==> src/source/snes_mem_cfg.svh <==
// memory front end configuration: address widths and cartridge mapping codes
`ifndef SNES_MEM_CFG_SVH
`define SNES_MEM_CFG_SVH

// sdram byte address, 8 MB
`define SDRAM_AW 23

// console side address widths
`define WRAM_AW 17
`define BSRAM_AW 20

// vram address bits seen by the read filter
`define VRAM_AW 15

// WRAM lives in the top 128 KB of sdram
`define WRAM_BANK_PREFIX 6'b111111

// upper rom_type nibble of carts that read bsram without the read strobe
`define ROM_TYPE_SRAM_MAP 4'hC

`endif

==> src/source/snes_mem_pkg.sv <==
// shared data, address and state types of the memory request front end
`default_nettype none

`include "snes_mem_cfg.svh"

package snes_mem_pkg;

    typedef logic [7:0]  byte_t;
    typedef logic [15:0] word_t;
    typedef logic [1:0]  byte_en_t;    // {upper, lower}

    typedef logic [`SDRAM_AW-1:0] sdram_addr_t;
    typedef logic [23:0]          rom_addr_t;
    typedef logic [`WRAM_AW-1:0]  wram_addr_t;
    typedef logic [`BSRAM_AW-1:0] bsram_addr_t;
    typedef logic [15:0]          vram_addr_t;
    typedef logic [15:0]          aram_addr_t;

    typedef enum logic [1:0] {
        LOAD_IDLE,
        LOAD_ACTIVE,
        LOAD_DONE
    } load_state_t;

    // source served by the arbiter in the last cycle
    typedef enum logic [2:0] {
        REQ_NONE,
        REQ_LOAD,
        REQ_LOAD_HOLD,
        REQ_WRAM,
        REQ_ROM
    } req_kind_t;

endpackage

`default_nettype wire

==> src/source/load_ctrl.sv <==
// ROM load sequencer: loader byte address, loaded state and console run enable
`timescale 1ns/1ns
`default_nettype none

module load_ctrl (
    input  logic                   mclk,
    input  logic                   resetn,
    input  logic                   loading,
    input  logic                   loader_do_valid,
    input  logic                   header_finished,
    input  logic                   sdram_busy,
    input  logic                   frame_pause,
    output snes_mem_pkg::rom_addr_t loader_addr,
    output logic                   enable
);
    import snes_mem_pkg::*;

    logic        loading_r;
    load_state_t state;
    logic        load_rise;
    logic        load_fall;

    assign load_rise = loading & ~loading_r;
    assign load_fall = ~loading & loading_r;

    always_ff @(posedge mclk) begin
        if (!resetn) begin
            loading_r   <= 1'b0;
            state       <= LOAD_IDLE;
            loader_addr <= '0;
        end else begin
            loading_r <= loading;
            if (load_rise) begin
                loader_addr <= '0;           // new image starts at address 0
                state       <= LOAD_ACTIVE;
            end else begin
                if (loader_do_valid && header_finished)
                    loader_addr <= loader_addr + 24'd1;
                if (load_fall)
                    state <= LOAD_DONE;
            end
        end
    end

    // console only runs after a complete load, sdram ready, no frame pause
    always_ff @(posedge mclk) begin
        if (!resetn)
            enable <= 1'b0;
        else
            enable <= ~sdram_busy & ~frame_pause & (state == LOAD_DONE);
    end

endmodule

`default_nettype wire

==> src/source/mem_req_arbiter.sv <==
// SDRAM request arbiter: loader writes, WRAM and ROM cycles, plus BSRAM strobes
`timescale 1ns/1ns
`default_nettype none

`include "snes_mem_cfg.svh"

module mem_req_arbiter (
    input  logic                      mclk,
    input  logic                      resetn,
    input  logic                      enable,
    input  logic                      sysclkf_ce,
    input  logic                      sysclkr_ce,
    input  logic                      loading,
    input  logic                      loader_do_valid,
    input  logic                      header_finished,
    input  snes_mem_pkg::byte_t       loader_do,
    input  snes_mem_pkg::rom_addr_t   loader_addr,
    input  snes_mem_pkg::rom_addr_t   rom_addr,
    input  logic                      rom_ce_n,
    input  snes_mem_pkg::wram_addr_t  wram_addr,
    input  logic                      wram_ce_n,
    input  logic                      wram_rd_n,
    input  logic                      wram_we_n,
    input  snes_mem_pkg::byte_t       wram_d,
    input  snes_mem_pkg::bsram_addr_t bsram_addr_in,
    input  logic                      bsram_ce_n,
    input  logic                      bsram_rd_n,
    input  logic                      bsram_we_n,
    input  snes_mem_pkg::byte_t       bsram_d,
    input  snes_mem_pkg::byte_t       rom_type,
    output snes_mem_pkg::sdram_addr_t cpu_addr,
    output snes_mem_pkg::word_t       cpu_din,
    output snes_mem_pkg::byte_en_t    cpu_ds,
    output logic                      cpu_port,
    output logic                      cpu_rd,
    output logic                      cpu_wr,
    output snes_mem_pkg::bsram_addr_t bsram_addr,
    output snes_mem_pkg::byte_t       bsram_din,
    output logic                      bsram_rd,
    output logic                      bsram_wr
);
    import snes_mem_pkg::*;

    logic        f2, r2;             // phase enables aligned to mclk
    req_kind_t   last_kind;
    req_kind_t   kind_d;
    logic        rd_d, wr_d, port_d;
    sdram_addr_t addr_d;
    word_t       din_d;
    byte_en_t    ds_d;
    logic        load_byte, wram_rd, wram_wr, bsram_rd_t;

    assign load_byte = loading & loader_do_valid & header_finished;
    assign wram_rd   = ~wram_ce_n & ~wram_rd_n;
    assign wram_wr   = ~wram_ce_n & ~wram_we_n;
    // sram mapped carts read bsram without a read strobe
    assign bsram_rd_t = ~bsram_ce_n & f2 &
                        (~bsram_rd_n | (rom_type[7:4] == `ROM_TYPE_SRAM_MAP));

    always_comb begin
        kind_d = REQ_NONE;
        rd_d   = 1'b0;
        wr_d   = 1'b0;
        addr_d = cpu_addr;           // payload holds unless a source is taken
        din_d  = cpu_din;
        ds_d   = cpu_ds;
        port_d = cpu_port;
        if (last_kind == REQ_LOAD) begin
            kind_d = REQ_LOAD_HOLD;  // second cycle of the loader write
            wr_d   = 1'b1;
        end else if (load_byte) begin
            kind_d = REQ_LOAD;
            wr_d   = 1'b1;
            addr_d = loader_addr[`SDRAM_AW-1:0];
            din_d  = {loader_do, loader_do};
            ds_d   = {loader_addr[0], ~loader_addr[0]};
            port_d = 1'b0;
        end else if (wram_rd | wram_wr) begin
            kind_d = REQ_WRAM;
            addr_d = {`WRAM_BANK_PREFIX, wram_addr};
            din_d  = {wram_d, wram_d};
            ds_d   = {wram_addr[0], ~wram_addr[0]};
            port_d = 1'b1;
            rd_d   = wram_rd & f2;
            wr_d   = wram_wr & r2;
        end else if (~rom_ce_n && ~bsram_rd_t && f2) begin
            kind_d = REQ_ROM;
            rd_d   = 1'b1;
            addr_d = rom_addr[`SDRAM_AW-1:0];
            ds_d   = 2'b11;
            port_d = 1'b0;
        end
    end

    always_ff @(posedge mclk) begin
        if (!resetn) begin
            f2        <= 1'b0;
            r2        <= 1'b0;
            last_kind <= REQ_NONE;
            cpu_rd    <= 1'b0;
            cpu_wr    <= 1'b0;
            bsram_rd  <= 1'b0;
            bsram_wr  <= 1'b0;
        end else begin
            f2        <= sysclkf_ce & enable;
            r2        <= sysclkr_ce & enable;
            last_kind <= kind_d;
            cpu_rd    <= rd_d;
            cpu_wr    <= wr_d;
            bsram_rd  <= bsram_rd_t;
            bsram_wr  <= ~bsram_ce_n & ~bsram_we_n & r2;
        end
    end

    always_ff @(posedge mclk) begin
        cpu_addr   <= addr_d;
        cpu_din    <= din_d;
        cpu_ds     <= ds_d;
        cpu_port   <= port_d;
        bsram_addr <= bsram_addr_in;  // sampled every cycle
        bsram_din  <= bsram_d;
    end

endmodule

`default_nettype wire

==> src/source/read_data_steer.sv <==
// read data steering from SDRAM port words to ROM, WRAM and ARAM buses
`timescale 1ns/1ns
`default_nettype none

module read_data_steer (
    input  logic                     mclk,
    input  logic                     resetn,
    input  snes_mem_pkg::word_t      cpu_port0,
    input  snes_mem_pkg::word_t      cpu_port1,
    input  snes_mem_pkg::rom_addr_t  rom_addr,
    input  logic                     rom_word,
    input  snes_mem_pkg::wram_addr_t wram_addr,
    input  snes_mem_pkg::aram_addr_t aram_addr,
    input  logic                     aram_ce_n,
    input  logic                     aram_oe_n,
    input  snes_mem_pkg::word_t      aram_dout,
    output snes_mem_pkg::word_t      rom_q,
    output snes_mem_pkg::byte_t      wram_q,
    output snes_mem_pkg::byte_t      aram_q
);
    import snes_mem_pkg::*;

    word_t rom_swapped;
    logic  aram_lsb;                 // byte lane of the last aram read

    assign rom_swapped = {cpu_port0[7:0], cpu_port0[15:8]};
    assign rom_q  = (rom_word | ~rom_addr[0]) ? cpu_port0 : rom_swapped;
    assign wram_q = wram_addr[0] ? cpu_port1[15:8] : cpu_port1[7:0];
    assign aram_q = aram_lsb ? aram_dout[15:8] : aram_dout[7:0];

    always_ff @(posedge mclk) begin
        if (!resetn)
            aram_lsb <= 1'b0;
        else if (~aram_ce_n & ~aram_oe_n)
            aram_lsb <= aram_addr[0];  // data arrives after the address
    end

endmodule

`default_nettype wire

==> src/source/vram_read_filter.sv <==
// VRAM read filter: drops repeated reads, serializes conflicting port 2 reads
`timescale 1ns/1ns
`default_nettype none

`include "snes_mem_cfg.svh"

module vram_read_filter (
    input  logic                     mclk,
    input  logic                     resetn,
    input  snes_mem_pkg::vram_addr_t vram1_addr,
    input  snes_mem_pkg::vram_addr_t vram2_addr,
    input  logic                     vram_oe_n,
    output logic                     vram1_rd,
    output logic                     vram2_rd
);
    import snes_mem_pkg::*;

    logic               vram_oe_n_old;
    logic [`VRAM_AW-1:0] vram1_addr_old;
    logic [`VRAM_AW-1:0] vram2_addr_old;
    logic               vram1_new, vram2_new;
    logic               vram2_delay, vram2_delay_r;

    // new read: oe just asserted or address moved
    assign vram1_new = ~vram_oe_n &
                       (vram_oe_n_old | (vram1_addr_old != vram1_addr[`VRAM_AW-1:0]));
    assign vram2_new = ~vram_oe_n &
                       (vram_oe_n_old | (vram2_addr_old != vram2_addr[`VRAM_AW-1:0]));

    // both ports want different words, port 2 waits a cycle
    assign vram2_delay = vram1_new & vram2_new & (vram1_addr != vram2_addr);

    assign vram1_rd = vram1_new;
    assign vram2_rd = (vram2_new & ~vram2_delay) | vram2_delay_r;

    always_ff @(posedge mclk) begin
        if (!resetn) begin
            vram_oe_n_old <= 1'b1;
            vram2_delay_r <= 1'b0;
        end else begin
            vram_oe_n_old <= vram_oe_n;
            vram2_delay_r <= vram2_delay;
        end
    end

    always_ff @(posedge mclk) begin
        vram1_addr_old <= vram1_addr[`VRAM_AW-1:0];
        vram2_addr_old <= vram2_addr[`VRAM_AW-1:0];
    end

endmodule

`default_nettype wire

==> src/source/snes_mem_top.sv <==
// SNES memory request front end between console buses and the SDRAM controller
`timescale 1ns/1ns
`default_nettype none

module snes_mem_top (
    input  logic                      mclk,
    input  logic                      resetn,
    input  logic                      frame_pause,
    input  logic                      sdram_busy,
    input  logic                      loading,
    input  snes_mem_pkg::byte_t       loader_do,
    input  logic                      loader_do_valid,
    input  logic                      header_finished,
    input  snes_mem_pkg::byte_t       rom_type,
    input  logic                      sysclkf_ce,
    input  logic                      sysclkr_ce,
    input  snes_mem_pkg::rom_addr_t   rom_addr,
    input  logic                      rom_ce_n,
    input  logic                      rom_word,
    input  snes_mem_pkg::wram_addr_t  wram_addr,
    input  logic                      wram_ce_n,
    input  logic                      wram_rd_n,
    input  logic                      wram_we_n,
    input  snes_mem_pkg::byte_t       wram_d,
    input  snes_mem_pkg::bsram_addr_t bsram_addr_cpu,
    input  logic                      bsram_ce_n,
    input  logic                      bsram_rd_n,
    input  logic                      bsram_we_n,
    input  snes_mem_pkg::byte_t       bsram_d,
    input  snes_mem_pkg::aram_addr_t  aram_addr,
    input  logic                      aram_ce_n,
    input  logic                      aram_oe_n,
    input  snes_mem_pkg::word_t       aram_dout,
    input  snes_mem_pkg::vram_addr_t  vram1_addr,
    input  snes_mem_pkg::vram_addr_t  vram2_addr,
    input  logic                      vram_oe_n,
    input  snes_mem_pkg::word_t       cpu_port0,
    input  snes_mem_pkg::word_t       cpu_port1,
    output logic                      enable,
    output snes_mem_pkg::sdram_addr_t cpu_addr,
    output snes_mem_pkg::word_t       cpu_din,
    output snes_mem_pkg::byte_en_t    cpu_ds,
    output logic                      cpu_port,
    output logic                      cpu_rd,
    output logic                      cpu_wr,
    output snes_mem_pkg::bsram_addr_t bsram_addr,
    output snes_mem_pkg::byte_t       bsram_din,
    output logic                      bsram_rd,
    output logic                      bsram_wr,
    output snes_mem_pkg::word_t       rom_q,
    output snes_mem_pkg::byte_t       wram_q,
    output snes_mem_pkg::byte_t       aram_q,
    output logic                      vram1_rd,
    output logic                      vram2_rd
);
    import snes_mem_pkg::*;

    rom_addr_t loader_addr;          // loader byte counter to the arbiter

    load_ctrl load_ctrl0 (
        .mclk(mclk), .resetn(resetn),
        .loading(loading), .loader_do_valid(loader_do_valid),
        .header_finished(header_finished),
        .sdram_busy(sdram_busy), .frame_pause(frame_pause),
        .loader_addr(loader_addr), .enable(enable)
    );

    mem_req_arbiter arb0 (
        .mclk(mclk), .resetn(resetn), .enable(enable),
        .sysclkf_ce(sysclkf_ce), .sysclkr_ce(sysclkr_ce),
        .loading(loading), .loader_do_valid(loader_do_valid),
        .header_finished(header_finished), .loader_do(loader_do),
        .loader_addr(loader_addr), .rom_addr(rom_addr), .rom_ce_n(rom_ce_n),
        .wram_addr(wram_addr), .wram_ce_n(wram_ce_n),
        .wram_rd_n(wram_rd_n), .wram_we_n(wram_we_n), .wram_d(wram_d),
        .bsram_addr_in(bsram_addr_cpu), .bsram_ce_n(bsram_ce_n),
        .bsram_rd_n(bsram_rd_n), .bsram_we_n(bsram_we_n), .bsram_d(bsram_d),
        .rom_type(rom_type),
        .cpu_addr(cpu_addr), .cpu_din(cpu_din), .cpu_ds(cpu_ds),
        .cpu_port(cpu_port), .cpu_rd(cpu_rd), .cpu_wr(cpu_wr),
        .bsram_addr(bsram_addr), .bsram_din(bsram_din),
        .bsram_rd(bsram_rd), .bsram_wr(bsram_wr)
    );

    read_data_steer steer0 (
        .mclk(mclk), .resetn(resetn),
        .cpu_port0(cpu_port0), .cpu_port1(cpu_port1),
        .rom_addr(rom_addr), .rom_word(rom_word), .wram_addr(wram_addr),
        .aram_addr(aram_addr), .aram_ce_n(aram_ce_n), .aram_oe_n(aram_oe_n),
        .aram_dout(aram_dout),
        .rom_q(rom_q), .wram_q(wram_q), .aram_q(aram_q)
    );

    vram_read_filter vram_filt0 (
        .mclk(mclk), .resetn(resetn),
        .vram1_addr(vram1_addr), .vram2_addr(vram2_addr), .vram_oe_n(vram_oe_n),
        .vram1_rd(vram1_rd), .vram2_rd(vram2_rd)
    );

endmodule

`default_nettype wire

==> config.mk <==
export PLATFORM = sky130hd
export DESIGN_NAME = snes_mem_top
export DESIGN_NICKNAME = d
export VERILOG_FILES = /design/src/source/snes_mem_pkg.sv /design/src/source/load_ctrl.sv /design/src/source/mem_req_arbiter.sv /design/src/source/read_data_steer.sv /design/src/source/vram_read_filter.sv /design/src/source/snes_mem_top.sv
export VERILOG_INCLUDE_DIRS = /design/src /design/src/source
export SDC_FILE = /design/constraint.sdc
export NUM_CORES = 1
export LEC_CHECK = 0
export BUFFER_PORTS_ARGS = -buffer_cell sky130_fd_sc_hd__buf_2
export CAP_MARGIN = 10
export CORE_AREA = 4 4 122 124
export DETAILED_ROUTE_END_ITERATION = 7
export DIE_AREA = 0 0 126 128
export PLACE_DENSITY = 0.75
export SYNTH_ARGS = -nofsm -noshare
export SYNTH_HDL_FRONTEND = slang
export SYNTH_SLANG_ARGS = --single-unit
==> constraint.sdc <==
create_clock -name mclk -period 3.83 [get_ports mclk]
set_clock_uncertainty 0.15 [all_clocks]
set_input_delay 0 -clock mclk [delete_from_list [all_inputs] [get_ports mclk]]
set_output_delay 0 -clock mclk [all_outputs]
set_load 0.02 [all_outputs]
==> flow_summary.yaml, run 1 <==
floorplan:
  die_w_um: 126
  io_pins: 318
  rows: 43
  die-area_um2: 16100
  core-area_um2: 13800
  initial_core_util: 0.388
  die-height_um: 128
clock_network:
  htreeDepth: 4
  clk_pin_slew_worst_paths_ns: 0.06
  cts_tree: "yes"
  root_buffer: "clkbuf_16"
  clock-sinks: 131
  postCtsSetupBuffers: 0
  clockBufferDepth: 2
  clock_latency_ns: 0.41
  cts_buffers: 17
power:
  power_per_cell_area_nw_per_um2: 415
  ir_worst_vdd_mv: 0.309
  power_leakage_uw: 0.00408
logic_synthesis:
  synth_edf_count: 34
  netlist_area_um2: 5340
  syn_avg_cell_area_um2: 10.1
  synth.area.top_cells: "dfxtp_1 36%, edfxtp_1 19%, nand2_1 8.6%, xnor2_1 7.5%, nor2_1 3.4%"
  synth_top_cell_by_area: "dfxtp_1"
  synth_cells: 529
  synth_fp_nets: 741
  ys_ff_latch: 131
  synth_seq_area_share: 0.555
  yosysWarnings: 0
  ys_types: 44
  synth_flop_cell: "dfxtp_1"
  async_reset_ff_frac: 0
  synth_top_area_share: 0.364
worst_hold_path:
  hp-class: "in2reg"
setup_path:
  required_ns: 3.68
  start_kind: "flip-flop"
  cp.arrival_ns: 2.25
  crit_fanout: 2
  end_kind: "output port"
  crit_type: "reg2out"
timing:
  fin_setup_tns_ns: 0
  final-setup-viol-count: 0
  period_minus_slack_ns: 2.40
  rsz0062_at_grt: "false"
  max_slew_margin: 0.278
  finalCritPeriodShare: 0.626
  tightest_slew_ns: 1.08
  hold_viol: 0
  hold_slack_ns: 0.0602
  slew_violations: 0
  max_freq_mhz: 417
placed_design:
  hpwl_um: 11700
  placedCellCount: 980
  routabilityCongestion: 0.858
  port_buffers: 297
grt:
  grt_pass1_vias: 5731
  grt_max_degree: 48
  grt_pass1_wl_um: 28400
  grt_overflow: 0
  antenna_found_initial: 2
  track_usage: 0.219
cells_and_area:
  final_cells: 1154
  seq_area_um2: 2960
  multi_input_area_um2: 2210
  area_delta_synth_final_pct: 66.6
  final_nets: 1171
  drive_above_1_share: 0.371
  fill_cells: 1054
drt:
  route.vias.total: 5444
  drtIter0Drc: 258
  wirelength_um: 18100
  vias_per_cell: 4.72
  ant_nets: 0
  wl_per_cell_um: 15.7
  drc: 0
  drtPass1Iterations: 5
run:
  drv_cap: 0
outcome:
  status: "finished clean"
[per-stage QoR]
stage / cell area (um2) / power (uW) / utilization / setup WS (ns)
final: 8900 / 3690 / 0.646 / 1.43
after global routing: 8900 / 3830 / 0.646 / 1.38
after CTS: 8890 / 3700 / 0.646 / 1.64
after detailed placement: 6930 / 2050 / 0.503 / 1.84
after global placement: 6930 / 2040 / 0.503 / 1.83
after floorplan: 5340 / 1830 / - / 1.37
[repair_timing]
action | CTS | global route
endpoints found under the hold margin | 109 | 0
hold buffers | 140 | 0
resized for setup | 0 | 0
[cell usage after synthesis, types with 3 or more instances]
library cell    n
a21oi_1         7
a31oi_1        16
and3_1          5
buf_2           3
buf_4           8
clkbuf_1       17
dfxtp_1        97
edfxtp_1       34
ha_1            3
inv_1           6
mux2_2         16
nand2_1       122
nand2b_1        3
nand3_1         5
nand4_1        12
nor2_1         49
nor2b_1         3
nor3_1          4
nor3_2          6
nor4_1          8
o21ai_0         4
o22a_1          6
xnor2_1        46
xor2_1         20
[layout by cell type, fill, tap and decap left out, drive strengths merged, types with 6 or more instances in the layout]
cell and n:
edfxtp 34, a21oi 7, nor3 10, buf 300, nor2 49, nor4 11, dlygate4sd3 140, a31oi 16
o22a 6, nand4 13, xor2 20, nand2 122, xnor2 46, inv 15, mux2 16, clkbuf 18
dfxtp 97
[state kept, by name, summed over array words and instances, names as in the netlist, 3 cells and up]
| register | cells |
|---|---|
| arb0.bsram_addr | 20 |
| arb0.bsram_din | 8 |
| arb0.cpu_addr | 23 |
| arb0.cpu_din | 8 |
| arb0.last_kind | 3 |
| load_ctrl0.loader_addr | 23 |
| vram_filt0.vram1_addr_old | 15 |
| vram_filt0.vram2_addr_old | 15 |
[worst max-delay path, cell delays in order, from the launching register on]
cell     delay (ns)
dfxtp_1        0.31
xnor2_1        0.20
nand4_1        0.13
nor4_1         0.61
a21o_1         0.26
a31o_2         0.16
buf_2          0.16
[kinds of logic after synthesis]
| kind of cell | after synthesis | synth area share |
|---|---|---|
| buf+inv | 35 | 0.0323 |
| xor+xnor | 66 | 0.108 |
| flops | 131 | 0.555 |
| simple gates | 234 | 0.208 |
| mux | 18 | 0.0375 |
| compound gates | 42 | 0.0522 |
| fa+ha+maj | 3 | 0.00703 |
[metal layers]
layer  share of wire  global-route usage  routed length [um]
met1            0.40               0.254                7200
met4           0.022              0.0909                 395
met2            0.49               0.373                8920
met5               0                   0                   0
met3           0.085              0.0738                1540
[where the power goes]
| group | leakage (uW) | switching (uW) | internal (uW) |
|---|---|---|---|
| Sequential | 0.00113 | 26.5 | 1500 |
| Combinational | 0.00268 | 323 | 305 |
| Clock | 0.000271 | 651 | 882 |
[path summary, 6_finish.rpt]
path                                                             start                                      end  slack (ns)  cells after the start
worst max-delay path              vram_filt0.vram1_addr_old[7]$_DFF_P_                                 vram2_rd        1.43                      6
worst min register to register        load_ctrl0.state[1]$_SDFFE_PP0P_         load_ctrl0.state[1]$_SDFFE_PP0P_        0.33                      2
worst min-delay path                                 bsram_addr_cpu[5]               arb0.bsram_addr[5]$_DFF_P_        0.06                      2
worst max register to register  load_ctrl0.loader_addr[0]$_SDFFE_PP0P_  load_ctrl0.loader_addr[18]$_SDFFE_PP0P_        1.85                      6
[final cells by class]
class / instances / area share
Clock buffer: 18 / 0.0506
Multi-Input combinational cell: 363 / 0.248
Tap cell: 180 / 0.0253
Antenna cell: 2 / 0.000562
Timing Repair Buffer: 440 / 0.327
Clock inverter: 14 / 0.0128
Sequential cell: 131 / 0.333
Inverter: 6 / 0.00253
Power figures use the tool's default switching activity.
==> run 2: changes to the inputs <==
Settings changed: ABC_AREA from default to 1, CORE_AREA 4 4 122 124 to default, CORE_MARGIN from default to 4, CORE_UTILIZATION from default to 40, DIE_AREA 0 0 126 128 to default, PLACE_DENSITY 0.75 to 0.78.
Clock period 3.83 ns to 2.2 ns, I/O delays scaled along.
==> run 2 against run 1 <==
Effect of this change: non-clock buffer count grew 6; clock power grew 85%; register-to-register slack lost 1.7 ns; wire length grew 8.4%; cell area grew 5.6%; combinational power grew 80%; first-iteration DRC count grew 19%; clock-buffer cell count grew 3; critical endpoint is now arb0.cpu_addr[14]$_DFFE_PP_.
==> flow_summary.yaml, run 2 <==
floorplan:
  die-height_um: 128
  core-area_um2: 13900
  io_pins: 318
  die_w_um: 128
  rows: 43
  die-area_um2: 16300
  initial_core_util: 0.410
logic_synthesis:
  yosysMostFrequentCell: "nand2_1"
  yosys-top-cells-count: "240 x nand2_1, 97 x dfxtp_1, 94 x inv_1"
  synth_edf_count: 34
  ys_types: 36
  synth_top_area_share: 0.340
  synth_seq_area_share: 0.519
  synth_flop_cell: "dfxtp_1"
  async_reset_ff_frac: 0
  synth.area.top_cells: "dfxtp_1 34%, edfxtp_1 18%, nand2_1 16%, inv_1 6.2%, nor2_1 5.3%"
  synth_cells: 734
  yosysWarnings: 0
  ys_ff_latch: 131
  synth_fp_nets: 946
  syn_avg_cell_area_um2: 7.79
  synth_top_cell_by_area: "dfxtp_1"
  netlist_area_um2: 5710
timing:
  slew_violations: 0
  rsz0062_at_grt: "false"
  max_freq_mhz: 475
  finalCritPeriodShare: 0.956
  period_minus_slack_ns: 2.10
  max_slew_margin: 0.689
  hold_viol: 0
  tightest_slew_ns: 0.467
  fin_setup_tns_ns: 0
  final-setup-viol-count: 0
clock_network:
  clockBufferDepth: 2
  clock-sinks: 131
  clock_latency_ns: 0.42
  cts_tree: "yes"
  clk_pin_slew_worst_paths_ns: 0.06
  cts_buffers: 17
  root_buffer: "clkbuf_16"
  htreeDepth: 4
setup_path:
  crit_type: "in2reg"
  start_kind: "input port"
  required_ns: 2.22
  end_kind: "flip-flop"
  crit_fanout: 19
  cp.arrival_ns: 2.12
cells_and_area:
  reg.largest.list: "arb0.cpu_addr: 23 flops, load_ctrl0.loader_addr: 23 flops, arb0.bsram_addr: 20 flops"
  layout_commonest_cell: "buf_2"
  diodes: 0
  final_cell_mix: "297 x buf_2, 240 x nand2_1, 142 x dlygate4sd3_1, 97 x dfxtp_1, 94 x inv_1"
  post-route-util: 0.674
  drive_above_1_share: 0.308
  area_delta_synth_final_pct: 64.4
  final_nets: 1389
grt:
  antenna_found_initial: 0
  grt_overflow: 0
  grt_pass1_vias: 6302
  grt_pass1_wl_um: 29900
  track_usage: 0.234
  grt_max_degree: 33
drt:
  drc: 0
  vias_per_cell: 4.63
  route.vias.total: 6349
  ant_nets: 0
  drtPass1Iterations: 4
  wl_per_cell_um: 14.3
  drtIter0Drc: 307
  wirelength_um: 19600
placed_design:
  port_buffers: 297
  routabilityCongestion: 0.854
  hpwl_um: 13400
outcome:
  status: "finished clean"
power:
  power_per_cell_area_nw_per_um2: 706
  power_leakage_uw: 0.00470
  ir_worst_vdd_mv: 0.479
worst_hold_path:
  hp-class: "in2reg"
run:
  drv_cap: 0
[run 2: cell types whose count changed after synthesis, moves of 24 or more]
cell	before	now
nand2_1	122	240
xnor2_1	46	2
a21oi_1	7	31
inv_1	6	94
nor2_1	49	80
o21ai_0	4	28
[run 2: final timing paths]
path | from | end | slack (ns) | cells after the start
max | wram_we_n | arb0.cpu_addr[14]$_DFFE_PP_ | 0.1 | 10
min | bsram_addr_cpu[12] | arb0.bsram_addr[12]$_DFF_P_ | 0.06 | 2
max reg2reg | arb0.f2$_SDFF_PN0_ | arb0.cpu_rd$_SDFF_PP0_ | 0.11 | 5
min reg2reg | load_ctrl0.enable$_SDFF_PN0_ | arb0.r2$_SDFF_PN0_ | 0.30 | 2
[run 2: what timing repair did]
| action | in CTS | in global routing |
|---|---|---|
| gates resized for setup | 0 | 5 |
| endpoints found under the hold margin | 112 | 0 |
| setup buffers | 0 | 1 |
| hold buffers | 142 | 0 |
| setup endpoints to repair | 0 | 22 |
[run 2: stage by stage]
step           instance area (um2)  worst slack [ns]  hold slack [ns]  cells  power [uW]
2_1_floorplan                 5720             0.245           -0.122    734        3210
3_5_place_dp                  7350             0.414          -0.0462   1195        3610
5_1_grt                       9390            0.0572           0.0528   1370        6890
4_1_cts                       9370            0.0270           0.0432   1369        6650
3_3_place_gp                  7350             0.515          -0.0477   1195        3590
6_report                      9390            0.0958           0.0619   1370        6630
[run 2: logic make-up after synthesis]
group | synth area share
AO/OA/AOI/OAI | 0.0777
XOR/XNOR | 0.0184
adder cells (fa/ha/maj) | 0.00657
buffers and inverters | 0.0885
flip-flops | 0.519
multiplexers | 0.0158
AND/OR/NAND/NOR | 0.275
[run 2: routing by layer]
| layer | vias up | routed length (um) | GRT usage | part of all wire |
|---|---|---|---|---|
| li1 | 3190 | - | - | - |
| met1 | 2892 | 7460 | 0.249 | 0.38 |
| met2 | 222 | 10400 | 0.433 | 0.53 |
| met3 | 45 | 1230 | 0.0619 | 0.063 |
| met4 | 0 | 536 | 0.0984 | 0.027 |
| met5 | - | 0 | 0 | 0 |
[run 2: critical path, stage by stage]
cell	delay, ns
dlygate4sd3_1	0.54
buf_2	0.13
a21oi_1	0.25
inv_2	0.09
nand2_4	0.08
inv_2	0.04
buf_4	0.20
nand2_1	0.11
o211ai_1	0.10
dlygate4sd3_1	0.57
[run 2: cell type report]
| cell class | instances | area (um2) |
|---|---|---|
| clock buffer | 21 | 472 |
| clock inverter | 11 | 128 |
| fill | 1068 | 4540 |
| inverter | 102 | 388 |
| multi-input combinational | 479 | 2250 |
| sequential | 131 | 2960 |
| tap | 180 | 225 |
| timing repair buffer | 446 | 2960 |
[run 2: power by group]
part	total, uW	switching (uW)	internal [uW]
logic	1130	604	527
clock network	2830	1060	1770
registers	2670	50.1	2620
